<file path="config.mk">
export PLATFORM = sky130hd
export DESIGN_NAME = trace_frontend
export DESIGN_NICKNAME = d
export VERILOG_FILES = /design/src/hw/trace_pkg.sv /design/src/hw/trace_shift_buffer.sv /design/src/hw/sync_tracker.sv /design/src/hw/beat_counter.sv /design/src/hw/pattern_matcher.sv /design/src/hw/match_counters.sv /design/src/hw/trace_frontend.sv
export SDC_FILE = /design/constraint.sdc
export NUM_CORES = 1
export LEC_CHECK = 0
export ABC_AREA = 1
export BUFFER_PORTS_ARGS = -buffer_cell sky130_fd_sc_hd__clkbuf_2
export CAP_MARGIN = 20
export CORE_AREA = 4 4 471 473
export DETAILED_ROUTE_END_ITERATION = 6
export DIE_AREA = 0 0 475 477
export SYNTH_ARGS = -nofsm -noshare
export SYNTH_HDL_FRONTEND = slang
export SYNTH_SLANG_ARGS = --single-unit
export TNS_END_PERCENT = 20
</file>
<file path="constraint.sdc">
create_clock -name trace_clk -period 2.3 [get_ports trace_clk]
set_input_delay 0 -clock trace_clk [delete_from_list [all_inputs] [get_ports trace_clk]]
set_output_delay 0 -clock trace_clk [all_outputs]
set_load 0.005 [all_outputs]
</file>
<file path="src/hw/trace_pkg.sv">
// shared types and constants for the parallel trace port front end
// every RTL block takes these by wildcard import in its module header

`default_nettype none

package trace_pkg;

   ///////////////////////////////////////////////////////////////////////
   // trace window
   ///////////////////////////////////////////////////////////////////////

   // depth of the shift window in bits
   localparam int window_bits = 64;

   // window in trace bit order with the first-received bit at bit 0
   typedef logic [window_bits-1:0] trace_window_t;

   // sync frame signature used to find byte alignment
   // top of the window must hold a full 7fff sync
   localparam logic [15:0] sync_head = 16'h7fff;
   // low byte must be an ff sync byte
   localparam logic [7:0]  sync_tail = 8'hff;

   ///////////////////////////////////////////////////////////////////////
   // match rules
   ///////////////////////////////////////////////////////////////////////

   // one compare rule where only bits set in mask take part
   typedef struct packed {
      trace_window_t pattern;
      trace_window_t mask;
   } match_rule_t;

   // per-rule hit count that wraps
   typedef logic [7:0] count_t;

   ///////////////////////////////////////////////////////////////////////
   // port control and lock state
   ///////////////////////////////////////////////////////////////////////

   // active pin count on the trace port
   // any other code freezes the window
   typedef enum logic [2:0] {
      width_1 = 3'd1,
      width_2 = 3'd2,
      width_4 = 3'd4
   } port_width_t;

   // sync tracker states
   typedef enum logic {
      hunting = 1'b0,
      locked  = 1'b1
   } sync_state_t;

endpackage

`default_nettype wire

</file>
<file path="src/hw/trace_shift_buffer.sv">
// trace pin shift register
// shifts 1, 2 or 4 pins per trace_clk and presents the window in trace bit order
// newest pins land at the top of the window, pin 0 highest

`timescale 1ns/10ps
`default_nettype none

module trace_shift_buffer
   import trace_pkg::*;
(
   input  logic          trace_clk,
   input  logic          reset,
   input  logic [3:0]    trace_data,
   input  port_width_t   port_width,
   output trace_window_t window
);

   // raw shift register, newest pins at the low end
   trace_window_t shift_q;

   ///////////////////////////////////////////////////////////////////////
   // shift in
   ///////////////////////////////////////////////////////////////////////

   // pins enter at bit 0 with pin 0 lowest,
   // so the reversal below puts pin 0 at the window top
   always_ff @(posedge trace_clk) begin
      if (reset) begin
         shift_q <= '0;
      end else begin
         case (port_width)
            width_4: begin
               shift_q <= {shift_q[window_bits-5:0], trace_data[3:0]};
            end
            width_2: begin
               shift_q <= {shift_q[window_bits-3:0], trace_data[1:0]};
            end
            width_1: begin
               shift_q <= {shift_q[window_bits-2:0], trace_data[0]};
            end
            default: begin
               // unsupported width holds the window
               shift_q <= shift_q;
            end
         endcase
      end
   end

   ///////////////////////////////////////////////////////////////////////
   // bit order fix
   ///////////////////////////////////////////////////////////////////////

   // oldest bit ends up at bit 0
   // matches how the trace protocol lays out bytes
   always_comb begin
      for (int b = 0; b < window_bits; b++) begin
         window[b] = shift_q[window_bits-1-b];
      end
   end

endmodule

`default_nettype wire

</file>
<file path="src/hw/sync_tracker.sv">
// sync frame tracker for the parallel trace port
// hunts for a sync frame in the window, then holds lock until a manual
// resync or a change of port width

`timescale 1ns/10ps
`default_nettype none

module sync_tracker
   import trace_pkg::*;
(
   input  logic          trace_clk,
   input  logic          reset,
   input  trace_window_t window,
   input  port_width_t   port_width,
   input  logic          resync,
   output logic          locked,
   output logic          lock_start
);

   localparam int head_bits = $bits(sync_head);
   localparam int tail_bits = $bits(sync_tail);

   sync_state_t state;
   // width seen at the previous edge
   port_width_t width_q;
   logic        frame_seen;
   logic        drop_lock;

   ///////////////////////////////////////////////////////////////////////
   // lock conditions
   ///////////////////////////////////////////////////////////////////////

   // sync at both ends of the window
   // catches full and half sync frames
   assign frame_seen = (window[window_bits-1 -: head_bits] == sync_head) &&
                       (window[tail_bits-1:0] == sync_tail);

   // manual resync or a width change both force a new hunt
   assign drop_lock = resync || (port_width != width_q);

   // dropping wins over a fresh frame in the same cycle
   assign lock_start = (state == hunting) && frame_seen && !drop_lock;

   // lock level straight from the state
   assign locked = (state == trace_pkg::locked);

   ///////////////////////////////////////////////////////////////////////
   // state machine
   ///////////////////////////////////////////////////////////////////////

   always_ff @(posedge trace_clk) begin
      if (reset) begin
         state   <= hunting;
         width_q <= port_width_t'(3'd0);
      end else begin
         width_q <= port_width;
         if (drop_lock) begin
            state <= hunting;
         end else if (lock_start) begin
            state <= trace_pkg::locked;
         end
      end
   end

endmodule

`default_nettype wire

</file>
<file path="src/hw/beat_counter.sv">
// byte alignment counter
// counts trace_clk beats since lock and flags the cycles where the
// window has just completed a new byte for the current port width

`timescale 1ns/10ps
`default_nettype none

module beat_counter
   import trace_pkg::*;
(
   input  logic        trace_clk,
   input  logic        reset,
   input  logic        locked,
   input  logic        lock_start,
   input  port_width_t port_width,
   output logic        byte_strobe
);

   // 8 beats cover one byte at width 1
   typedef logic [2:0] beat_t;

   beat_t beat_q;
   logic  aligned;

   ///////////////////////////////////////////////////////////////////////
   // beat count
   ///////////////////////////////////////////////////////////////////////

   // lock edge already has one aligned byte behind it, so start at 1
   always_ff @(posedge trace_clk) begin
      if (reset) begin
         beat_q <= '0;
      end else if (lock_start) begin
         beat_q <= beat_t'(1);
      end else if (locked) begin
         // wraps on purpose
         beat_q <= beat_q + beat_t'(1);
      end else begin
         beat_q <= '0;
      end
   end

   ///////////////////////////////////////////////////////////////////////
   // byte cadence
   ///////////////////////////////////////////////////////////////////////

   // every 8, 4 or 2 beats for 1, 2 or 4 pins
   always_comb begin
      case (port_width)
         width_1: aligned = (beat_q == 3'd0);
         width_2: aligned = (beat_q[1:0] == 2'd0);
         width_4: aligned = (beat_q[0] == 1'b0);
         default: aligned = 1'b0;
      endcase
   end

   assign byte_strobe = locked && aligned;

endmodule

`default_nettype wire

</file>
<file path="src/hw/pattern_matcher.sv">
// masked pattern compare on byte-aligned trace windows
// registers per-rule hits, keeps the last matched window and rule set,
// and raises the armed trigger on rising edges of hits or ext_trig

`timescale 1ns/10ps
`default_nettype none

module pattern_matcher
   import trace_pkg::*;
#(
   parameter int match_rules = 8
) (
   input  logic                   trace_clk,
   input  logic                   reset,
   input  trace_window_t          window,
   input  logic                   byte_strobe,
   input  match_rule_t            rules [match_rules],
   input  logic [match_rules-1:0] pattern_enable,
   input  logic [match_rules-1:0] trig_enable,
   input  logic                   capturing,
   input  logic                   arm,
   input  logic                   ext_trig,
   input  logic                   soft_trig_enable,
   output logic [match_rules-1:0] match_bits,
   output trace_window_t          matched_data,
   output logic [match_rules-1:0] matched_rules,
   output logic                   trigger
);

   logic [match_rules-1:0] hit;
   logic                   capturing_q;
   logic                   ext_trig_q;
   logic                   trig_hit_rise;
   logic                   ext_trig_rise;

   ///////////////////////////////////////////////////////////////////////
   // rule compare
   ///////////////////////////////////////////////////////////////////////

   // only on byte strobes
   // trigger-enabled rules may hit outside capture so they can start one
   always_comb begin
      for (int r = 0; r < match_rules; r++) begin
         hit[r] = ((window & rules[r].mask) == (rules[r].pattern & rules[r].mask)) &&
                  pattern_enable[r] &&
                  byte_strobe &&
                  (capturing_q || trig_enable[r]);
      end
   end

   ///////////////////////////////////////////////////////////////////////
   // trigger edges
   ///////////////////////////////////////////////////////////////////////

   // match_bits holds last cycle's hits, so this is a rising edge
   assign trig_hit_rise = (|(hit & trig_enable)) && !(|(match_bits & trig_enable));

   // external trigger only counts when soft triggering is on
   assign ext_trig_rise = ext_trig && !ext_trig_q && soft_trig_enable;

   ///////////////////////////////////////////////////////////////////////
   // registers
   ///////////////////////////////////////////////////////////////////////

   always_ff @(posedge trace_clk) begin
      if (reset) begin
         capturing_q   <= 1'b0;
         ext_trig_q    <= 1'b0;
         match_bits    <= '0;
         matched_data  <= '0;
         matched_rules <= '0;
         trigger       <= 1'b0;
      end else begin
         capturing_q <= capturing;
         ext_trig_q  <= ext_trig;
         match_bits  <= hit;
         // snapshot of the window that produced the hit
         if (|hit) begin
            matched_data  <= window;
            matched_rules <= hit;
         end
         // single-cycle pulse gated by arm
         trigger <= arm && (ext_trig_rise || trig_hit_rise);
      end
   end

endmodule

`default_nettype wire

</file>
<file path="src/hw/match_counters.sv">
// per-rule hit counters
// one 8-bit wrapping counter per rule, bumped on each cycle its hit bit is set

`timescale 1ns/10ps
`default_nettype none

module match_counters
   import trace_pkg::*;
#(
   parameter int match_rules = 8
) (
   input  logic                   trace_clk,
   input  logic                   reset,
   input  logic [match_rules-1:0] match_bits,
   output count_t                 trace_counts [match_rules]
);

   ///////////////////////////////////////////////////////////////////////
   // counter bank
   ///////////////////////////////////////////////////////////////////////

   // overflow wraps to zero
   always_ff @(posedge trace_clk) begin
      if (reset) begin
         for (int r = 0; r < match_rules; r++) begin
            trace_counts[r] <= '0;
         end
      end else begin
         for (int r = 0; r < match_rules; r++) begin
            if (match_bits[r]) begin
               trace_counts[r] <= trace_counts[r] + count_t'(1);
            end
         end
      end
   end

endmodule

`default_nettype wire

</file>
<file path="src/hw/trace_frontend.sv">
// parallel trace port front end, top level
// shift window, sync lock, byte cadence, pattern match and hit counters,
// all on trace_clk; match_rules sets the number of compare rules

`timescale 1ns/10ps
`default_nettype none

module trace_frontend
   import trace_pkg::*;
#(
   parameter int match_rules = 8
) (
   input  logic                   trace_clk,
   input  logic                   reset,
   // trace port pins and width
   input  logic [3:0]             trace_data,
   input  port_width_t            port_width,
   input  logic                   resync,
   // capture and trigger control
   input  logic                   capturing,
   input  logic                   arm,
   input  logic                   ext_trig,
   input  logic                   soft_trig_enable,
   // rule setup
   input  match_rule_t            rules [match_rules],
   input  logic [match_rules-1:0] pattern_enable,
   input  logic [match_rules-1:0] trig_enable,
   // status and results
   output logic                   sync_status,
   output logic [match_rules-1:0] match_bits,
   output trace_window_t          matched_data,
   output logic [match_rules-1:0] matched_rules,
   output logic                   trigger,
   output count_t                 trace_counts [match_rules]
);

   trace_window_t window;
   logic          locked;
   logic          lock_start;
   logic          byte_strobe;

   // lock state is reported as is
   assign sync_status = locked;

   ///////////////////////////////////////////////////////////////////////
   // window and alignment
   ///////////////////////////////////////////////////////////////////////

   trace_shift_buffer u_trace_shift_buffer (
      .trace_clk  (trace_clk),
      .reset      (reset),
      .trace_data (trace_data),
      .port_width (port_width),
      .window     (window)
   );

   sync_tracker u_sync_tracker (
      .trace_clk  (trace_clk),
      .reset      (reset),
      .window     (window),
      .port_width (port_width),
      .resync     (resync),
      .locked     (locked),
      .lock_start (lock_start)
   );

   beat_counter u_beat_counter (
      .trace_clk   (trace_clk),
      .reset       (reset),
      .locked      (locked),
      .lock_start  (lock_start),
      .port_width  (port_width),
      .byte_strobe (byte_strobe)
   );

   ///////////////////////////////////////////////////////////////////////
   // matching and counting
   ///////////////////////////////////////////////////////////////////////

   pattern_matcher #(
      .match_rules (match_rules)
   ) u_pattern_matcher (
      .trace_clk        (trace_clk),
      .reset            (reset),
      .window           (window),
      .byte_strobe      (byte_strobe),
      .rules            (rules),
      .pattern_enable   (pattern_enable),
      .trig_enable      (trig_enable),
      .capturing        (capturing),
      .arm              (arm),
      .ext_trig         (ext_trig),
      .soft_trig_enable (soft_trig_enable),
      .match_bits       (match_bits),
      .matched_data     (matched_data),
      .matched_rules    (matched_rules),
      .trigger          (trigger)
   );

   match_counters #(
      .match_rules (match_rules)
   ) u_match_counters (
      .trace_clk    (trace_clk),
      .reset        (reset),
      .match_bits   (match_bits),
      .trace_counts (trace_counts)
   );

endmodule

`default_nettype wire

</file>
# After elaboration in Yosys (flattened, before gate mapping)
# Index checks and enable logic that the tools add are counted.
dict set report totals {
  regBits 218
  inputBits 1054
  out_inout_bits 146
}
dict set report op_classes {
  add_sub_neg 9
  n_eq_ne 14
  mux 4
  bitwise_logic 20
  n_reduce_logical 53
}
# operator n
set ops {}
lappend ops {{$and 64x64->64} 16}
lappend ops {{$eq 64x64->1} 8}
lappend ops {{$pmux 64 s3} 1}
lappend ops {{$add 8x1->8 const B} 8}
lappend ops {{$logic_and 1x1->1} 32}
lappend ops {{$reduce_or 8->1} 3}
lappend ops {{$and 8x8->8} 2}
lappend ops {{$eq 16x15->1 const B} 1}
lappend ops {{$logic_or 1x1->1} 10}
lappend ops {{$eq 8x8->1 const B} 1}
lappend ops {{$add 3x1->3 const B} 1}
lappend ops {{$eq 3x1->1 const B} 1}
lappend ops {{$eq 3x2->1 const B} 1}
lappend ops {{$eq 3x3->1 const B} 1}
lappend ops {{$logic_not 1->1} 3}
lappend ops {{$logic_not 3->1} 1}
lappend ops {{$ne 3x3->1} 1}
lappend ops {{$pmux 1 s3} 1}
lappend ops {{$reduce_bool 3->1} 1}
lappend ops {{$reduce_or 3->1} 1}
lappend ops {{$logic_not 2->1} 1}
lappend ops {{$mux 1} 2}
lappend ops {{$not 1->1} 2}
lappend ops {{$reduce_or 2->1} 1}

# Depth between registers and ports, before layout
# Gate-level depths: netlist of the first run.
dict set report depth {
  ltp_word 10
  mapped_depth 18
}

# Modules after synthesis
# From an unflattened synthesis of the first run, not the netlist that was laid out.
dict set report unflattened {
  hier_cells 4240
  hier_area_um2 23144.7
}
# mod n_inst cells_per_inst area_per_inst_um2 seq_area_each_um2
set modules_own_cells {}
lappend modules_own_cells {pattern_matcher 1 3159 16171.8 1661.6}
lappend modules_own_cells {trace_shift_buffer 1 618 3616.0 1281.2}
lappend modules_own_cells {match_counters 1 386 2905.3 1281.2}
lappend modules_own_cells {sync_tracker 1 54 281.5 80.1}
lappend modules_own_cells {beat_counter 1 23 170.2 60.1}

# Least setup slack after synthesis of the first run
# Ideal clock, no wire load.
dict set report synth_timing {
  kind {register to register}
  start {reg u_trace_shift_buffer.shift_q[16]}
  end {reg u_pattern_matcher.matched_data[28]}
  setup_time_ps 110
  t_arrival_ps 1745
  required_ps 2190
  slack_ps 445
  path_stages_with_launch 17
  n_path_buf 2
  period_less_slack_ps 1855
  path_cell_list {dfxtp_1 > buf_6 > or2_2 > nand3_1 > and2_1 > nand2_1 > nor2_1 > nand2_1 > nor2_1 > nand2_1 > nand2_1 > nor2_2 > nand3_2 > buf_4 > nand2_1 > inv_2 > nor2_1}
}
dict set report synth_between {
  elab_chain_len 6
  elab_cells_between_ends 41
}
# element line
set synth_lines {}
lappend synth_lines {{start, declared} trace_shift_buffer.sv:19} ;# trace_window_t shift_q;
lappend synth_lines {{start signal, assigned} trace_shift_buffer.sv:33} ;# shift_q <= {shift_q[window_bits-5:0], trace_data[3:0]};
lappend synth_lines {{start signal, assigned} trace_shift_buffer.sv:36} ;# shift_q <= {shift_q[window_bits-3:0], trace_data[1:0]};
lappend synth_lines {{start signal, assigned} trace_shift_buffer.sv:39} ;# shift_q <= {shift_q[window_bits-2:0], trace_data[0]};
lappend synth_lines {{$and 64x64->64} pattern_matcher.sv:44} ;# hit[r] = ((window & rules[r].mask) == (rules[r].pattern & rules[r].mask)) &&
lappend synth_lines {{$eq 64x64->1} pattern_matcher.sv:44}
lappend synth_lines {{$logic_and 1x1->1} pattern_matcher.sv:44}
lappend synth_lines {{$logic_and 1x1->1} pattern_matcher.sv:45} ;# pattern_enable[r] &&
lappend synth_lines {{$logic_and 1x1->1} pattern_matcher.sv:46} ;# byte_strobe &&
lappend synth_lines {{$reduce_or 8->1 (*)} pattern_matcher.sv:78} ;# if (|hit) begin
lappend synth_lines {{end signal, assigned} pattern_matcher.sv:79} ;# matched_data <= window;
lappend synth_lines {{end, declared} pattern_matcher.sv:25} ;# output trace_window_t matched_data,
# Mark *: on every way between the ends. The rest lies on a longest branch, timed or not.
# A chain may end at the register's enable or synchronous reset.

# Final worst setup path of the first run
dict set report layout_timing {
  start {reg u_trace_shift_buffer.shift_q[57]}
  end {reg u_pattern_matcher.matched_data[57]}
}
# The elaborated chain is that of the path after synthesis.

==> impl_results.md, run 1 <==
* Status: finished, violations left
* Failing checks: negative setup slack
* Buffers on Ports at 1199
* Initial antenna violation count at 239
* Reg-to-reg critical path endpoint: u_pattern_matcher.matched_data[57]$_SDFFE_PP0P_
* Chip height at 477 um
* Pwr Density at 445.2 mW/mm^2
* Worst hold path endpoint: u_pattern_matcher.match_bits[1]$_SDFF_PP0_
* Rel. slew slack at 38.10%
* Layout cells sized above 1 at 48.44%
* Initial cell density of the core at between 10% and 20%
* Hold depth at 7
* Worst-path clk slew at 50 ps
* Avg Cell Area, Syn at 5.444 um^2
* Commonest cells after routing, fill and taps aside: clkbuf_2, nand2_1, buf_4, nor2_1, inv_1
* Fmax at ~370 MHz
* Slew @ Worst Pin at approximately 910 ps
* WL/cell at between 30 and 40 um
* Final wirelength at 317000 um
* Cell Area, Placed at 0.03971 mm^2
* Sequential element share of the synthesized area at between 15 and 20%
* Sw Pwr at ~8.7 mW
* Final nets at 7210
* Total Power at between 15 and 20 mW
* Clock Tree Root: clkbuf_16
* Max Cap Violations at 0
* Ys async rst share at 0%
* Final Hold Fails at 0
* Maximum vdd drop at 0.0004090 V
* Total number of yosys warnings at 0
* Post-detail-place hpwl at 285100 um
* # setup viols final at just under 80
* Die area at 0.2266 mm^2
* Drt pass-1 iters at 6
* Hold_ws at ~42 ps
* DRC at 0
* RR Startpoint: u_trace_shift_buffer.shift_q[57]$_SDFFE_PP0P_
* Post-synth EDFFs at 0
* Worst EP required at between 2000 and 3000 ps
* Row Count at 171
* CTS buffer count at 34
* Fin cells at 9137
* Clock power frac at 27.5%
* Flop-to-flop setup slack at -390 ps
* Vias per inst at between 4 and 5
* CP endpoint kind: flip-flop
* Total leakage power at between 20 and 25 nW
* Setup ws final at -388.7 ps
* Arrival time worst endpoint at approximately 3200 ps
* Critical Path Source Type: flip-flop
* Worst hold start: rules[791]
* Final period utilization at 116.9%
* Flops & latches, synth at 218
* Critical path type: reg2reg
* Final Wtd Congestion at 1.025
* CP Max Fanout at 9
* 1st-iter DRT viols at 3636
* RSZ-0062 raised after global routing: true
* Fin area at 0.04473 mm^2
* Commonest non-fill, non-tap cell in the layout: clkbuf_2
* Largest net degree at the start of global routing at 52
* Pre-CTS setup slack at -1015 ps
* Die W at 475 um
* Clk Latency, worst-skew pair at about 630 ps
* Slew Limit Fails at 0
* Ys flop type: dfxtp_1
* CTS tree: yes
* Sw Ratio at 43.51%
* Reg2reg path depth at 18
* Mapped Nets at 5080
* First-pass GRT wire length at 383300 um
* Syn-to-layout area delta at 104.6%
* Post-route ant nets at 0
* Path type of the worst min-delay path: in2reg
* Ports at 1200
* Synth cell types at 41
* Tot GR Track Use at 26.56%
* Vias in the first global route at 35200
* H-tree depth at 2
* Int Power at 11.25 mW
* Tmin final at 2689 ps
* Inst Count DP at 8877
* Skew final at roughly 50 ps
* Synthesized netlist cell count at 4016
* Num Clock Sinks at 218
* Comb power frac at 52.1%
* Mapped cell area at 0.02186 mm^2
* Max Buffers Root-to-Sink at 3
* Gr ovfl total at 0
* Core Area at roughly 0.22 mm^2
* Register share of total power at ~20%
* Via count at 38270
-- registers in the layout, indices dropped and copies added (netlist names) --
signal / flops
u_beat_counter.beat_q: 3
u_match_counters.trace_counts: 64
u_pattern_matcher.capturing_q: 1
u_pattern_matcher.ext_trig_q: 1
u_pattern_matcher.match_bits: 8
u_pattern_matcher.matched_data: 64
u_pattern_matcher.matched_rules: 8
u_pattern_matcher.trigger: 1
u_sync_tracker.locked: 1
u_sync_tracker.width_q: 3
u_trace_shift_buffer.shift_q: 64
-- power groups by stage --
stage	clock network [mW]	logic, mW	registers (mW)
3_5_place_dp	0	9.41	4.10
2_1_floorplan	0	2.59	4.02
5_1_grt	5.71	10.8	4.07
6_report	5.48	10.4	4.06
3_3_place_gp	0	9.40	4.10
4_1_cts	5.60	10.2	4.05
-- per-layer routing --
metal	GRT usage, %	vias to the layer above	share of wire [%]
li1	-	17500	-
met1	30.99	17840	39
met2	44.37	2268	46
met3	8.858	567	9.9
met4	10.98	92	5.1
met5	0	-	0.20
-- Yosys cell counts, types with 13 or more instances --
cell | instances | area share [%]
nand3b_1 | 81 | 2.8
inv_2 | 48 | 0.82
nor4b_1 | 13 | 0.52
buf_2 | 77 | 1.8
nand4_1 | 124 | 3.5
nor4_1 | 27 | 0.77
a21boi_0 | 13 | 0.45
clkbuf_1 | 51 | 0.88
a21oi_1 | 212 | 4.9
dfxtp_1 | 218 | 20
a31oi_1 | 15 | 0.43
nor2_1 | 678 | 12
or2_2 | 89 | 2.5
o22ai_1 | 70 | 2.0
inv_1 | 427 | 7.3
buf_6 | 33 | 1.7
xor2_1 | 28 | 1.1
nand3_1 | 439 | 10
nand2_1 | 1011 | 17
o21ai_0 | 207 | 4.7
nor3_1 | 55 | 1.3
buf_4 | 27 | 0.93
-- cell families after synthesis --
family | Yosys count | synth area share (%)
AOI/OAI and AO/OA | 541 | 13.29
and+or+nand+nor | 2549 | 51.46
xor gates and xnor gates | 30 | 1.202
adders and majority gates | 10 | 0.5723
buffers and inverters | 668 | 13.51
DFF | 218 | 19.96
-- area by class of cell --
cell class | count | area, um^2
Tap cell | 2854 | 3571
Fill cell | 25120 | 172200
Multi-Input combinational cell | 3130 | 16820
Timing Repair Buffer | 2285 | 16660
Inverter | 477 | 1829
Sequential cell | 218 | 4491
Clock buffer | 42 | 900.9
Antenna cell | 114 | 285.3
Clock inverter | 17 | 170.2
-- per-stage QoR --
stage	TNS, ps	utilization [%]
global route	-28090	20.55
finish	-24170	20.62
global placement	-72900	18.31
floorplan	0	-
CTS	-19810	20.10
detailed placement	-70830	18.31
-- worst max-delay path by stage --
stage | slack [ps] | end | cells past startpoint | startpoint
2_1_floorplan | 440 | u_pattern_matcher.matched_data[28]$_SDFFE_PP0P_ | 16 | u_trace_shift_buffer.shift_q[16]$_SDFFE_PP0P_
3_3_place_gp | -1050 | u_pattern_matcher.matched_data[54]$_SDFFE_PP0P_ | 21 | u_trace_shift_buffer.shift_q[1]$_SDFFE_PP0P_
3_5_place_dp | -1010 | u_pattern_matcher.matched_data[22]$_SDFFE_PP0P_ | 21 | u_trace_shift_buffer.shift_q[1]$_SDFFE_PP0P_
4_1_cts | -300 | u_pattern_matcher.matched_data[46]$_SDFFE_PP0P_ | 21 | u_trace_shift_buffer.shift_q[21]$_SDFFE_PP0P_
5_1_grt | -430 | u_pattern_matcher.matched_data[57]$_SDFFE_PP0P_ | 18 | u_trace_shift_buffer.shift_q[58]$_SDFFE_PP0P_
6_report | -390 | u_pattern_matcher.matched_data[57]$_SDFFE_PP0P_ | 18 | u_trace_shift_buffer.shift_q[57]$_SDFFE_PP0P_
-- critical path: stages, from the launching register on --
cell and delay [ps]:
dfxtp_1 350, buf_6 170, or2_2 300, nand3_1 160
buf_12 160, nand2_1 120, nor2_1 120, nand3_1 130
nor2_2 160, nand2_1 80, nand2_2 80, inv_4 60
nand3_4 110, buf_12 190, buf_12 130, buf_12 120
nand2_2 50, inv_2 40, nor2_1 30
-- timing repair --
| item | in CTS | in global routing |
|---|---|---|
| gates resized for setup | 602 | 205 |
| setup buffers | 54 | 17 |
| pin swaps | 113 | 91 |
| setup endpoints to repair | 81 | 80 |
| endpoints found under the hold margin | 55 | 0 |
| hold buffers | 20 | 0 |
| gates cloned | 7 | 4 |
Note: power is estimated with default switching activity, not from simulation.
==> run 2: changes to the inputs <==
--- a/config.mk
+++ b/config.mk
@@ -13,2 +13,3 @@
 export DIE_AREA = 0 0 475 477
+export PLACE_DENSITY = 0.35
 export SYNTH_ARGS = -nofsm -noshare
--- a/constraint.sdc
+++ b/constraint.sdc
@@ -3,2 +3,2 @@
 set_output_delay 0 -clock trace_clk [all_outputs]
-set_load 0.005 [all_outputs]
+set_load 0.05 [all_outputs]
==> impl_results.md, run 2 (synthesis results as in run 1) <==
* Largest net degree at the start of global routing at 65 (was 52)
* Worst-path clk slew at 60 ps (was 50 ps)
* Die area at 0.2266 mm^2 (unchanged)
* Commonest cells after routing, fill and taps aside: clkbuf_2, buf_4, nand2_1, nor2_1, inv_1 (was clkbuf_2, nand2_1, buf_4, nor2_1, inv_1)
* Post-detail-place hpwl at 281400 um (was 285100 um)
* Comb power frac at 48.8% (was 52.1%)
* Fin cells at 9250 (was 9137)
* Path type of the worst min-delay path: in2reg (unchanged)
* Failing checks: negative setup slack (unchanged)
* Final wirelength at 315400 um (was 317000 um)
* H-tree depth at 2 (unchanged)
* Max Buffers Root-to-Sink at 3 (unchanged)
* Max Cap Violations at 0 (unchanged)
* Register area at 0.004499 mm^2 (was 0.004491 mm^2)
* Largest stage delay on the critical path at 390 ps (was 350 ps)
* CTS tree: yes (unchanged)
* Arrival time worst endpoint at 3330 ps (was 3180 ps)
* Layout cells sized above 1 at 49.68% (was 48.44%)
* Tot GR Track Use at 26.52% (was 26.56%)
* Buffers on Ports at 1199 (unchanged)
* DRC at 0 (unchanged)
* Vias in the first global route at 36100 (was 35200)
* Filler cells at 25120 (about the same)
* Drt pass-1 iters at 5 (was 6)
* Fin area at 0.04539 mm^2 (was 0.04473 mm^2)
* # setup viols final at 81 (was 78)
* Num Clock Sinks at 218 (unchanged)
* Chip height at 477 um (unchanged)
* Commonest non-fill, non-tap cell in the layout: clkbuf_2 (unchanged)
* Fin Setup TNS at -33020 ps (was -24170 ps)
* Slew @ Worst Pin at 773.5 ps (was 905.1 ps)
* Slew Limit Fails at 0 (unchanged)
* Ports at 1200 (unchanged)
* Initial antenna violation count at 269 (was 239)
* Maximum vdd drop at 0.0003937 V (was 0.0004090 V)
* Total leakage power at 23.10 nW (was 22.67 nW)
* CP cell instances: clkinvlp_4 > buf_6 > nand3_2 > nand2_1 > nor2_1 > nand3_1 > nor2_1 > buf_4 > nand3_4 > nor2_4 > nand2_1 > nand2_2 > nor2_4 > buf_12 > nand3_4 > buf_12 > buf_8 > buf_16 > nand2_2 > inv_1 > nor2_1 (was buf_6 > or2_2 > nand3_1 > buf_12 > nand2_1 > nor2_1 > nand3_1 > nor2_2 > nand2_1 > nand2_2 > inv_4 > nand3_4 > buf_12 > buf_12 > buf_12 > nand2_2 > inv_2 > nor2_1)
* 1st-iter DRT viols at 3149 (was 3636)
* Skew final at 45.59 ps (was 48.68 ps)
* Multi-input gate area at 0.01691 mm^2 (was 0.01682 mm^2)
* Worst EP required at 2820 ps (was 2800 ps)
* Inst Count DP at 8934 (was 8877)
* Clk Latency, worst-skew pair at 650 ps (was 630 ps)
* Critical Path Source Type: flip-flop (unchanged)
* CP Max Fanout at 8 (was 9)
* CP most frequent cell: nor2_1 (was buf_12)
* Status: finished, violations left (unchanged)
* Final nets at 7327 (was 7210)
* Sw Ratio at 42.37% (was 43.51%)
* Critical path type: reg2reg (unchanged)
* Initial cell density of the core at 10.08% (unchanged)
* Sw Pwr at 8.798 mW (was 8.665 mW)
* CP endpoint kind: flip-flop (unchanged)
* Clock power frac at 31.5% (was 27.5%)
* Post-route ant nets at 0 (unchanged)
* Die W at 475 um (unchanged)
* Syn-to-layout area delta at 107.6% (was 104.6%)
* WL/cell at 34.10 um (was 34.69 um)
* Tmin final at 2808 ps (was 2689 ps)
* Gr ovfl total at 0 (unchanged)
* CTS buffer count at 37 (was 34)
* Fmax at 356.1 MHz (was 371.9 MHz)
* Clock Tree Root: clkbuf_16 (unchanged)
* Cell Area, Placed at 0.03955 mm^2 (was 0.03971 mm^2)
* Pwr Density at 457.5 mW/mm^2 (was 445.2 mW/mm^2)
* Slowest cell on crit path: dfxtp_4 (was dfxtp_1)
* Final period utilization at 122.1% (was 116.9%)
* Core Area at 0.2170 mm^2 (unchanged)
* Top flop regs: u_match_counters.trace_counts x64, u_pattern_matcher.matched_data x64, u_trace_shift_buffer.shift_q x64 (unchanged)
* Via count at 38230 (was 38270)
* Int Power at 11.97 mW (was 11.25 mW)
* Vias per inst at 4.133 (was 4.188)
* Register share of total power at 19.8% (was 20.4%)
* Final Hold Fails at 0 (unchanged)
* Setup ws final at -508.4 ps (was -388.7 ps)
* RSZ-0062 raised after global routing: true (unchanged)
* Rel. slew slack at 47.10% (was 38.10%)
* Final Wtd Congestion at 0.9441 (was 1.025)
* First-pass GRT wire length at 387700 um (was 383300 um)
* Row Count at 171 (unchanged)
==> run 2: power by group through the flow <==
stage | Clock, mW | Combinational [mW] | Sequential [mW]
2_1_floorplan | 0 | 2.59 | 4.02
3_3_place_gp | 0 | 9.21 | 4.16
3_5_place_dp | 0 | 9.20 | 4.16
4_1_cts | 6.76 | 9.95 | 4.11
5_1_grt | 6.83 | 10.6 | 4.11
6_report | 6.53 | 10.1 | 4.10
==> run 2: worst max-delay path: cells and delay by family (launching register included) <==
family | cells | cell delay, ps
buffers and inverters | 8 | 1180
flip-flops | 1 | 390
AND/OR/NAND/NOR | 13 | 1100
==> run 2: final cells by class <==
type	instances	area share (%)
Timing Repair Buffer	2399	37.44
Inverter	477	4.025
Sequential cell	218	9.913
Clock buffer	50	2.258
Clock inverter	16	0.6533
Multi-Input combinational cell	3130	37.26
Antenna cell	106	0.5844
Tap cell	2854	7.868
==> run 2: routing by layer <==
| layer | up-vias | GRT usage (%) | wire length (um) |
|---|---|---|---|
| li1 | 17720 | - | - |
| met3 | 490 | 8.451 | 26200 |
| met5 | - | 0 | 711 |
| met1 | 17980 | 31.42 | 127900 |
| met2 | 1928 | 44.57 | 147100 |
| met4 | 108 | 9.725 | 13550 |
==> run 2: path summary, 6_finish.rpt <==
kind                                                  start                                             end  slack, ps  cells after the start
max           u_trace_shift_buffer.shift_q[35]$_SDFFE_PP0P_  u_pattern_matcher.matched_data[2]$_SDFFE_PP0P_       -510                     21
min                                          trig_enable[3]            u_pattern_matcher.trigger$_SDFF_PP0_         50                      7
max reg2reg   u_trace_shift_buffer.shift_q[35]$_SDFFE_PP0P_  u_pattern_matcher.matched_data[2]$_SDFFE_PP0P_       -510                     21
min reg2reg  u_match_counters.trace_counts[31]$_SDFFE_PP0P_  u_match_counters.trace_counts[31]$_SDFFE_PP0P_        460                      1
==> run 2: through the flow <==
stage	power [mW]	util [%]	hold WS, ps	worst slack [ps]
after global routing	21.58	20.85	92.74	-565.7
after detailed placement	13.36	18.23	211.6	-1437
final	20.76	20.92	49.81	-508.4
after CTS	20.82	20.32	14.65	-441.6
after global placement	13.37	18.23	211.2	-1487
after floorplan	6.605	-	107.0	334.1
==> run 2: timing repair <==
item / 4_1_cts / 5_1_grt
gates resized for setup: 614 / 247
gates cloned: 9 / 3
endpoints found under the hold margin: 37 / 0
endpoints found under the setup margin: 81 / 82
pin swaps: 90 / 96
hold buffers: 20 / 0
setup buffers: 99 / 31
